### src/rtl/sdlc_pkg.sv
`default_nettype none

package sdlc_pkg;

    // Bit timing
    localparam int BIT_PERIOD     = 16;   // System clocks per line bit
    localparam int BIT_PHASE_W    = 4;
    localparam int CLK_RISE_PHASE = 8;    // Mid-bit

    // Byte FIFO
    localparam int FIFO_DEPTH  = 16;
    localparam int FIFO_ADDR_W = 4;

    localparam int STUFF_RUN = 5;         // Ones before a zero is inserted

    typedef logic [7:0]             byte_t;
    typedef logic [2:0]             bit_idx_t;
    typedef logic [15:0]            crc_t;
    typedef logic [3:0]             crc_idx_t;
    typedef logic [BIT_PHASE_W-1:0] bit_phase_t;
    typedef logic [FIFO_ADDR_W-1:0] fifo_ptr_t;

    localparam byte_t FLAG_BYTE  = 8'h7E;
    localparam crc_t  CRC_POLY   = 16'h8408;   // CCITT, bit reversed
    localparam crc_t  CRC_PRESET = 16'hFFFF;

    // Host write, one strobe per byte
    typedef struct packed {
        logic  strobe;
        byte_t data;
    } host_wr_t;

    // Bit offered by the framer to the zero inserter
    typedef struct packed {
        logic value;
        logic stuffable;    // Payload or CRC bit
        logic present;      // Frame in progress
    } line_bit_t;

    typedef enum logic [1:0] {
        CRC_HOLD,
        CRC_INIT,
        CRC_FEED,
        CRC_SHIFT
    } crc_op_e;

    typedef enum logic [2:0] {
        ST_IDLE,
        ST_FLAG_OPEN,
        ST_PAYLOAD,
        ST_CRC,
        ST_FLAG_CLOSE
    } framer_state_e;

endpackage

`default_nettype wire

### src/rtl/bit_timer.sv
`timescale 1ns/1ps
`default_nettype none

module bit_timer (
    input  logic clk,
    input  logic tx_crc_rst,
    output logic bit_strobe,
    output logic tx_clk
);
    import sdlc_pkg::*;

    bit_phase_t phase;
    bit_phase_t phase_nxt;

    assign phase_nxt = (phase == bit_phase_t'(BIT_PERIOD - 1)) ? '0 : phase + 1'b1;

    // One cycle per bit period, at phase 0
    assign bit_strobe = (phase == '0);

    always_ff @(posedge clk) begin
        if (tx_crc_rst) begin
            phase  <= '0;
            tx_clk <= 1'b0;
        end else begin
            phase  <= phase_nxt;
            // High for the second half of the bit, rising edge mid-bit
            tx_clk <= (phase_nxt >= bit_phase_t'(CLK_RISE_PHASE));
        end
    end

endmodule

`default_nettype wire

### src/rtl/tx_fifo.sv
`timescale 1ns/1ps
`default_nettype none

module tx_fifo (
    input  logic               clk,
    input  logic               tx_crc_rst,
    input  sdlc_pkg::host_wr_t host_wr,
    input  logic               pop,
    output sdlc_pkg::byte_t    rd_data,
    output logic               fifo_empty
);
    import sdlc_pkg::*;

    byte_t                mem [FIFO_DEPTH];
    fifo_ptr_t            wr_ptr;
    fifo_ptr_t            rd_ptr;
    logic [FIFO_ADDR_W:0] count;      // One bit wider to hold FIFO_DEPTH
    logic                 full;
    logic                 push;
    logic                 pull;

    assign full       = (count == FIFO_DEPTH);
    assign fifo_empty = (count == '0);

    assign push = host_wr.strobe & ~full;   // Byte is dropped when full
    assign pull = pop & ~fifo_empty;

    assign rd_data = mem[rd_ptr];   // Head byte

    always_ff @(posedge clk) begin
        if (push) begin
            mem[wr_ptr] <= host_wr.data;
        end
    end

    always_ff @(posedge clk) begin
        if (tx_crc_rst) begin
            wr_ptr <= '0;
            rd_ptr <= '0;
            count  <= '0;
        end else begin
            if (push) begin
                wr_ptr <= wr_ptr + 1'b1;
            end
            if (pull) begin
                rd_ptr <= rd_ptr + 1'b1;
            end
            case ({push, pull})
                2'b10:   count <= count + 1'b1;
                2'b01:   count <= count - 1'b1;
                default: count <= count;
            endcase
        end
    end

endmodule

`default_nettype wire

### src/rtl/crc16_tx.sv
`timescale 1ns/1ps
`default_nettype none

module crc16_tx (
    input  logic              clk,
    input  logic              tx_crc_rst,
    input  sdlc_pkg::crc_op_e crc_op,
    input  logic              crc_din,
    output logic              crc_dout
);
    import sdlc_pkg::*;

    crc_t crc;
    logic feedback;

    // LSB first, so the register shifts right
    assign feedback = crc[0] ^ crc_din;

    // Next CRC bit on the line, already complemented
    assign crc_dout = ~crc[0];

    always_ff @(posedge clk) begin
        if (tx_crc_rst) begin
            crc <= CRC_PRESET;
        end else begin
            case (crc_op)
                CRC_INIT: begin
                    crc <= CRC_PRESET;
                end
                CRC_FEED: begin
                    crc <= (crc >> 1) ^ (feedback ? CRC_POLY : crc_t'(0));
                end
                CRC_SHIFT: begin
                    // Ones fill, complement of the remaining result bits
                    crc <= {1'b1, crc[$bits(crc_t)-1:1]};
                end
                default: begin
                    crc <= crc;     // Hold
                end
            endcase
        end
    end

endmodule

`default_nettype wire

### src/rtl/tx_framer.sv
`timescale 1ns/1ps
`default_nettype none

module tx_framer (
    input  logic                clk,
    input  logic                tx_crc_rst,
    input  logic                bit_strobe,
    input  logic                fifo_empty,
    input  sdlc_pkg::byte_t     rd_data,
    input  logic                zero_ins,
    input  logic                crc_dout,
    output logic                pop,
    output logic                tx_drq,
    output sdlc_pkg::crc_op_e   crc_op,
    output logic                crc_din,
    output sdlc_pkg::line_bit_t tx_bit
);
    import sdlc_pkg::*;

    framer_state_e state;
    byte_t         shreg;       // Payload byte, LSB goes out first
    bit_idx_t      bit_idx;
    crc_idx_t      crc_idx;
    logic          consume;
    logic          last_bit;
    logic          byte_end;
    logic          load_byte;

    // A slot taken by an inserted zero leaves the framer bit pending
    assign consume  = bit_strobe & ~zero_ins;
    assign last_bit = (bit_idx == '1);

    // End of the opening flag or of a payload byte
    assign byte_end = consume & last_bit &
                      ((state == ST_FLAG_OPEN) || (state == ST_PAYLOAD));

    assign load_byte = byte_end & ~fifo_empty;

    assign pop    = load_byte;
    assign tx_drq = load_byte;  // Host may refill one slot

    always_ff @(posedge clk) begin
        if (tx_crc_rst) begin
            state   <= ST_IDLE;
            bit_idx <= '0;
            crc_idx <= '0;
        end else begin
            case (state)
                ST_IDLE: begin
                    if (bit_strobe && !fifo_empty) begin
                        state   <= ST_FLAG_OPEN;
                        bit_idx <= '0;
                    end
                end
                ST_FLAG_OPEN, ST_PAYLOAD: begin
                    if (consume) begin
                        bit_idx <= bit_idx + 1'b1;  // Wraps to 0 at the byte end
                        if (last_bit) begin
                            if (fifo_empty) begin
                                state   <= ST_CRC;      // No more data
                                crc_idx <= '0;
                            end else begin
                                state <= ST_PAYLOAD;
                            end
                        end
                    end
                end
                ST_CRC: begin
                    if (consume) begin
                        crc_idx <= crc_idx + 1'b1;
                        if (crc_idx == '1) begin
                            state   <= ST_FLAG_CLOSE;
                            bit_idx <= '0;
                        end
                    end
                end
                ST_FLAG_CLOSE: begin
                    if (consume) begin
                        bit_idx <= bit_idx + 1'b1;
                        if (last_bit) begin
                            state <= ST_IDLE;   // Frame done
                        end
                    end
                end
                default: begin
                    state <= ST_IDLE;
                end
            endcase
        end
    end

    always_ff @(posedge clk) begin
        if (load_byte) begin
            shreg <= rd_data;
        end else if (consume && state == ST_PAYLOAD) begin
            shreg <= shreg >> 1;
        end
    end

    assign crc_din = shreg[0];

    always_comb begin
        tx_bit.value     = 1'b1;
        tx_bit.stuffable = 1'b0;
        tx_bit.present   = 1'b1;
        crc_op           = CRC_HOLD;
        case (state)
            ST_IDLE: begin
                tx_bit.present = 1'b0;
                crc_op         = CRC_INIT;  // Preset ahead of the next frame
            end
            ST_FLAG_OPEN, ST_FLAG_CLOSE: begin
                tx_bit.value = FLAG_BYTE[bit_idx];
            end
            ST_PAYLOAD: begin
                tx_bit.value     = shreg[0];
                tx_bit.stuffable = 1'b1;
                if (consume) begin
                    crc_op = CRC_FEED;
                end
            end
            ST_CRC: begin
                tx_bit.value     = crc_dout;
                tx_bit.stuffable = 1'b1;
                if (consume) begin
                    crc_op = CRC_SHIFT;
                end
            end
            default: begin
                tx_bit.present = 1'b0;
            end
        endcase
    end

endmodule

`default_nettype wire

### src/rtl/bit_stuffer.sv
`timescale 1ns/1ps
`default_nettype none

module bit_stuffer (
    input  logic                clk,
    input  logic                tx_crc_rst,
    input  logic                bit_strobe,
    input  sdlc_pkg::line_bit_t tx_bit,
    output logic                zero_ins,
    output logic                tx_data,
    output logic                sdlc_dir
);
    import sdlc_pkg::*;

    // Consecutive stuffable ones already on the line
    logic [$clog2(STUFF_RUN + 1)-1:0] run_cnt;
    logic                             run_full;

    assign run_full = (run_cnt == STUFF_RUN);

    // The run only grows on payload and CRC ones, so a full run ahead of
    // the closing flag still gets its zero before the flag goes out
    assign zero_ins = run_full & tx_bit.present;

    always_ff @(posedge clk) begin
        if (tx_crc_rst) begin
            run_cnt  <= '0;
            tx_data  <= 1'b1;
            sdlc_dir <= 1'b0;
        end else if (bit_strobe) begin
            sdlc_dir <= tx_bit.present;
            if (zero_ins) begin
                tx_data <= 1'b0;            // Inserted zero
                run_cnt <= '0;
            end else if (tx_bit.present) begin
                tx_data <= tx_bit.value;
                if (tx_bit.value && tx_bit.stuffable) begin
                    run_cnt <= run_cnt + 1'b1;
                end else begin
                    run_cnt <= '0;          // Zero or flag bit breaks the run
                end
            end else begin
                tx_data <= 1'b1;            // Line idles at mark
                run_cnt <= '0;
            end
        end
    end

endmodule

`default_nettype wire

### src/rtl/sdlc_tx.sv
`timescale 1ns/1ps
`default_nettype none

module sdlc_tx (
    input  logic               clk,
    input  logic               tx_crc_rst,
    input  sdlc_pkg::host_wr_t host_wr,
    output logic               tx_clk,
    output logic               tx_data,
    output logic               sdlc_dir,
    output logic               tx_drq
);
    import sdlc_pkg::*;

    logic      bit_strobe;
    byte_t     rd_data;
    logic      fifo_empty;
    logic      pop;
    crc_op_e   crc_op;
    logic      crc_din;
    logic      crc_dout;
    line_bit_t tx_bit;
    logic      zero_ins;

    bit_timer u_bit_timer (
        .clk        (clk),
        .tx_crc_rst (tx_crc_rst),
        .bit_strobe (bit_strobe),
        .tx_clk     (tx_clk)
    );

    tx_fifo u_tx_fifo (
        .clk        (clk),
        .tx_crc_rst (tx_crc_rst),
        .host_wr    (host_wr),
        .pop        (pop),
        .rd_data    (rd_data),
        .fifo_empty (fifo_empty)
    );

    crc16_tx u_crc16_tx (
        .clk        (clk),
        .tx_crc_rst (tx_crc_rst),
        .crc_op     (crc_op),
        .crc_din    (crc_din),
        .crc_dout   (crc_dout)
    );

    tx_framer u_tx_framer (
        .clk        (clk),
        .tx_crc_rst (tx_crc_rst),
        .bit_strobe (bit_strobe),
        .fifo_empty (fifo_empty),
        .rd_data    (rd_data),
        .zero_ins   (zero_ins),
        .crc_dout   (crc_dout),
        .pop        (pop),
        .tx_drq     (tx_drq),
        .crc_op     (crc_op),
        .crc_din    (crc_din),
        .tx_bit     (tx_bit)
    );

    // Zero insertion and the registered line pins
    bit_stuffer u_bit_stuffer (
        .clk        (clk),
        .tx_crc_rst (tx_crc_rst),
        .bit_strobe (bit_strobe),
        .tx_bit     (tx_bit),
        .zero_ins   (zero_ins),
        .tx_data    (tx_data),
        .sdlc_dir   (sdlc_dir)
    );

endmodule

`default_nettype wire

### config.mk
export PLATFORM = sky130hd
export DESIGN_NAME = sdlc_tx
export DESIGN_NICKNAME = d
export VERILOG_FILES = /design/src/rtl/sdlc_pkg.sv /design/src/rtl/bit_timer.sv /design/src/rtl/tx_fifo.sv /design/src/rtl/crc16_tx.sv /design/src/rtl/tx_framer.sv /design/src/rtl/bit_stuffer.sv /design/src/rtl/sdlc_tx.sv
export SDC_FILE = /design/constraint.sdc
export NUM_CORES = 1
export LEC_CHECK = 0
export ABC_AREA = 1
export BUFFER_PORTS_ARGS = -buffer_cell sky130_fd_sc_hd__clkbuf_2
export CAP_MARGIN = 40
export CORE_ASPECT_RATIO = 0.75
export CORE_MARGIN = 2
export CORE_UTILIZATION = 50
export DETAILED_ROUTE_END_ITERATION = 16
export GPL_ROUTABILITY_DRIVEN = 0
export PLACE_DENSITY = 0.66
export SLEW_MARGIN = 30
export SYNTH_ARGS = -nofsm -noshare
export SYNTH_HDL_FRONTEND = slang
export SYNTH_SLANG_ARGS = --single-unit
### constraint.sdc
create_clock -name clk -period 4.45 [get_ports clk]
set_input_delay 1.1125 -clock clk [delete_from_list [all_inputs] [get_ports clk]]
set_output_delay 1.1125 -clock clk [all_outputs]
set_load 0.005 [all_outputs]
[Yosys cells after proc, flatten, opt, wreduce, memory -nomap -nowiden]
Memory sizes are Yosys's and may differ from the RTL's. A register that Yosys moved wholly into a read port is not among the register bits.
Cells that the tools add are included.
Operators by class
  $lt $le $gt $ge: 2
  reductions and logical operators: 21
  $add $sub $neg: 8
  multiplexer cells: 43
  bitwise gates (word level): 13
  equal/unequal tests: 23
Operators by type and width (count)
  3-bit two-way mux: 16
  16-bit case mux with 3 select lines: 1
  4-bit two-way mux: 7
  2-bit by 1-bit != test with 1-bit output, second input constant: 9
  4-bit by 1-bit adder with 4-bit output, second input constant: 4
  16-bit two-way mux: 1
  8-bit two-way mux: 2
  15-bit by 16-bit XOR with 16-bit output: 1
  3-bit case mux with 4 select lines: 1
  5-bit case mux with 2 select lines: 1
  5-bit AND reduction: 2
  3-bit == test, second input constant: 3
  3-bit case mux with 3 select lines: 1
  4-bit == test, second input constant: 2
  1-bit two-way mux: 8
  4-bit case mux with 2 select lines: 1
  1-bit bitwise AND: 7
  7-bit AND reduction: 1
  3-bit by 1-bit adder with 3-bit output, second input constant: 2
  2-bit == test, second input constant: 3
  3-bit by 2-bit == test with 1-bit output, second input constant: 2
  2-bit case mux with 3 select lines: 1
  2-bit nonzero test: 3
  3-bit nonzero test: 2
  other kinds (20): 29
Storage, ports and cells
  ROM bits: 8
  output and inout bits: 4
  memories: 2
  logic and storage cells: 125
  register bits after elaboration: 57
  RAM bits: 128
Memory list
  u_tx_fifo.mem: words 16, bits a word 8, read ports 1, clocked after Yosys merged registers in 1, wr ports 1, RTL line tx_fifo.sv:14  | byte_t mem [FIFO_DEPTH];
  (no name shown): words 8, bits a word 1, read ports 1, clocked after Yosys merged registers in 1, wr ports 0, RTL line tx_framer.sv:113  | tx_bit.value = FLAG_BYTE[bit_idx];

[Logic depth before layout (Yosys ltp)]
  word-level depth: 12
  mapped depth: 19
  gate-level depth less buffers: 18

[Hierarchy]
From an unflattened synthesis, not the netlist that was laid out.
Second synthesis, totals
  cells, all modules: 756
  area, all modules: 8310.5 um^2
Modules (own cells, without submodules)
  tx_fifo: times used 1, area an instance 6125.9 um^2, cells an instance 477
  tx_framer: times used 1, area an instance 1144.8 um^2, cells an instance 147
  crc16_tx: times used 1, area an instance 591.8 um^2, cells an instance 72
  bit_stuffer: times used 1, area an instance 270.3 um^2, cells an instance 38
  bit_timer: times used 1, area an instance 177.7 um^2, cells an instance 22

[Worst setup path before layout]
No wires, ideal clock.
  path type: input-to-reg
  start point: input port host_wr[8] (netlist bit)
  end point: register u_tx_fifo.count[4]
  arrival time: 2.226 ns
  path slack: 2.091 ns
  cell stages on the path: 12
  cells stage by stage: nand2_2 -> nand2_4 -> nand2_1 -> nand2_1 -> ha_1 -> or2_2 -> nand3_1 -> nand2_1 -> nand3_1 -> nand2_1 -> nand2_1 -> a21oi_1
On the way
  longest elaborated chain between the ends: 3
  elaborated cells between the ends (all ways): 5
  classes of those cells: 2 x eq/ne; 1 x mux; 1 x bitwise; 1 x reduce/logical
RTL lines
  from (decl): RTL line sdlc_tx.sv:7  | input sdlc_pkg::host_wr_t host_wr,
  1-bit bitwise AND *: RTL line tx_fifo.sv:25  | assign push = host_wr.strobe & ~full;
  2-bit by 1-bit == test with 1-bit output or 2-bit == test (tied branches): RTL line tx_fifo.sv:48  | case ({push, pull})
  5-bit case mux with 2 select lines or 2-bit nonzero test (tied branches)
  to (signal assigned): RTL line tx_fifo.sv:49  | 2'b10: count <= count + 1'b1;
  to (signal assigned): RTL line tx_fifo.sv:50  | 2'b01: count <= count - 1'b1;
  to (signal assigned): RTL line tx_fifo.sv:51  | default: count <= count;
  to (decl): RTL line tx_fifo.sv:17  | logic [FIFO_ADDR_W:0] count;
Every way passes the cells marked *; elsewhere a longest branch is shown, timed or not.
A chain may end at the register's enable or synchronous reset.

[Worst setup path in the final report]
  start point: register u_bit_timer.phase[0]
  end point: output port tx_drq
On the way
  longest elaborated chain between the ends: 5
RTL lines
  from (decl): RTL line bit_timer.sv:12  | bit_phase_t phase;
  from (signal assigned): RTL line bit_timer.sv:25  | phase <= phase_nxt;
  4-bit zero test: RTL line bit_timer.sv:18  | assign bit_strobe = (phase == '0);
  1-bit bitwise AND: RTL line tx_framer.sv:30  | assign consume = bit_strobe & ~zero_ins;
  1-bit bitwise AND (2 in a row): RTL line tx_framer.sv:34  | assign byte_end = consume & last_bit &
  1-bit bitwise AND: RTL line tx_framer.sv:37  | assign load_byte = byte_end & ~fifo_empty;
  to (decl): RTL line sdlc_tx.sv:11  | output logic tx_drq
No other way between the ends.

==> out/results.ini <==
[critical_path]
crit_type=register to primary output
startpoint_type=register
critPathRequiredTime_ns=3.34
arrival_ns=1.93
path_max_fanout=26
cp-end-kind=primary output

[floorplan]
die_area_um2=16800
rows=39
num_io_pins=15
fp.dieH_um=113
core_um2=15300
die_x_um=149
initial_core_util=0.515

[placed_design]
pre_cts_ws_ns=1.66
dp_hpwl_um=10300
port_buffers=14

[cts]
cts_made_buffers=17
root_buffer=clkbuf_16
cts_hold_buffers=0
h-tree-depth=4
clock_path_buffers=2
cts_tree=yes
cts_sinks=190
cts_setup_buffers=0
clkLatencyLatePin_ns=0.43
cts_resized=0
clk_pin_slew_ns=0.07

[routing]
ant_nets=0
drc=0
vias=5157
vias_per_cell=5.63
drt-total-wl_um=15700
dr.pass1.iters=5
post_drt_wl_per_cell_um=17.1
drt_iter0_drc=436

[sta]
hold_viol_final=0
drv_slew=0
tightest_slew_ns=0.804
max_slew_margin=0.462
max_clock_freq_mhz=329
setup_ws_ns=1.41
finalCritPeriodShare=0.684
rsz0062_at_grt=false
period_needed_ns=3.04
fin_setup_tns_ns=0
skew_ns=0.00669
setup_viol=0

[layout]
nNetsFinal=724
antennaDiodeCount=0
area_delta_synth_final_pct=10.8
drive_above_1_share=0.108
multiInputGateArea_um2=2420
fin_util=0.570
nFillCells=1276
regArea_um2=5170

[logic_synthesis]
ys_ff_latch=190
avgSynthCellArea_um2=11.4
synth_cell_types=43
synth_area_um2=7890
syn_inst=692
synthArstFlopShare=0
synth_ff_type=edfxtp_1
synth_nets=718
synth_top_area_share=0.518
synth_top_cell_by_area=edfxtp_1
ys_top_cells_by_area=edfxtp_1 52%, dfxtp_1 14%, nor2_1 5.7%
yosysWarnings=0
synth_edf_count=136
yosysSeqAreaShare=0.655

[run_status]
status=finished clean

[hold_path]
hold_path_class=register to register

[power]
powerDensity_nw_per_um2=450
p_leak_nw=3.06
ir_worst_vdd_mv=0.268

[run]
maxCapViolCount=0

[global_route]
grt_pass1_vias=4983
grt_max_degree=65
antenna_found_initial=0
grt_overflow_total=0
grt_pass1_wl_um=25500
grt_use_total=0.201

==> worst max-delay path, stage by stage (launching register included) <==
cell and delay (ns):
dfxtp_1 0.34, inv_1 0.06, ha_1 0.14, nand2_1 0.08, nor2_4 0.20, nand2_4 0.15, nor2_8 0.34, clkbuf_2 0.19
==> metal layers <==
layer / track usage / part of all wire
met3: 0.0435 / 0.052
met2: 0.315 / 0.46
met1: 0.277 / 0.47
met4: 0.0743 / 0.015
met5: 0 / 0
==> cell type report <==
type                            count  area share
Inverter                           45      0.0196
Clock inverter                      7     0.00859
Multi-Input combinational cell    425       0.277
Tap cell                          205      0.0294
Clock buffer                       25      0.0593
Timing Repair Buffer               19      0.0152
Sequential cell                   190       0.591
==> stage by stage <==
step	total power, mW	hold slack (ns)	cell area (µm²)	std cells
2_1_floorplan	2.36	0.430	7890	692
3_3_place_gp	2.45	0.442	8100	881
3_5_place_dp	2.46	0.464	8140	883
4_1_cts	3.95	0.475	8730	915
5_1_grt	4.10	0.495	8740	916
6_report	3.93	0.471	8740	916
==> sequential cells by signal, summed over array words and instances (netlist names), 4 cells and up, named ones only <==
signal / flops
u_tx_fifo.mem: 128
u_crc16_tx.crc: 16
u_tx_framer.shreg: 8
u_tx_fifo.count: 5
u_bit_timer.phase: 4
u_tx_fifo.rd_ptr: 4
u_tx_fifo.wr_ptr: 4
u_tx_framer.crc_idx: 4
==> kinds of logic after synthesis <==
family                   synth area share
AO/OA/AOI/OAI                       0.114
AND/OR/NAND/NOR                     0.135
buffers and inverters              0.0389
adder cells (fa/ha/maj)            0.0238
flip-flops                          0.655
XOR/XNOR                           0.0122
multiplexers                       0.0216
==> cell usage after synthesis, types with 2 or more instances <==
cell type	number
o32ai_1	14
or2_2	2
nor2_1	120
nand3_1	23
o22ai_1	17
inv_2	8
o21ai_0	46
xnor2_1	4
ha_1	15
nand2_4	2
nand2_1	70
nand3_2	4
dfxtp_1	54
nand4_1	3
o221ai_1	16
a21oi_1	17
clkbuf_1	20
o211ai_1	13
xor2_1	7
mux2i_1	17
edfxtp_1	136
inv_1	36
nand2_2	4
buf_2	9
nor3_1	5
buf_1	2
o21ai_1	5
a31oi_1	8
==> cell usage in the layout (no fill, tap or decap), types with 7 or more instances in the layout <==
master	count
o22ai_1	17
ha_1	15
nand3_1	23
clkbuf_2	14
edfxtp_1	136
xor2_1	7
nand2_1	70
mux2i_1	17
a21oi_1	17
a31oi_1	8
clkbuf_16	19
o21ai_0	46
dfxtp_1	52
nor2_1	120
o32ai_1	14
o221ai_1	16
o211ai_1	13
inv_2	9
inv_1	35
==> worst paths after layout <==
kind | to | depth (start not counted) | from | slack (ns)
max reg2reg | u_tx_fifo.count[4] | 17 | u_bit_timer.phase[0] | 1.88
max | tx_drq | 7 | u_bit_timer.phase[0] | 1.41
min reg2reg | u_tx_framer.crc_idx[3] | 2 | u_tx_framer.crc_idx[3] | 0.47
min | u_tx_framer.crc_idx[3] | 2 | u_tx_framer.crc_idx[3] | 0.47
==> power breakdown <==
part	switching, mW	leakage, nW	internal (mW)
clock	0.629	0.285	0.871
sequential	0.0390	1.67	1.97
combinational	0.293	1.10	0.132
total	0.961	3.06	2.97
Note: power is estimated with default switching activity, not from simulation.
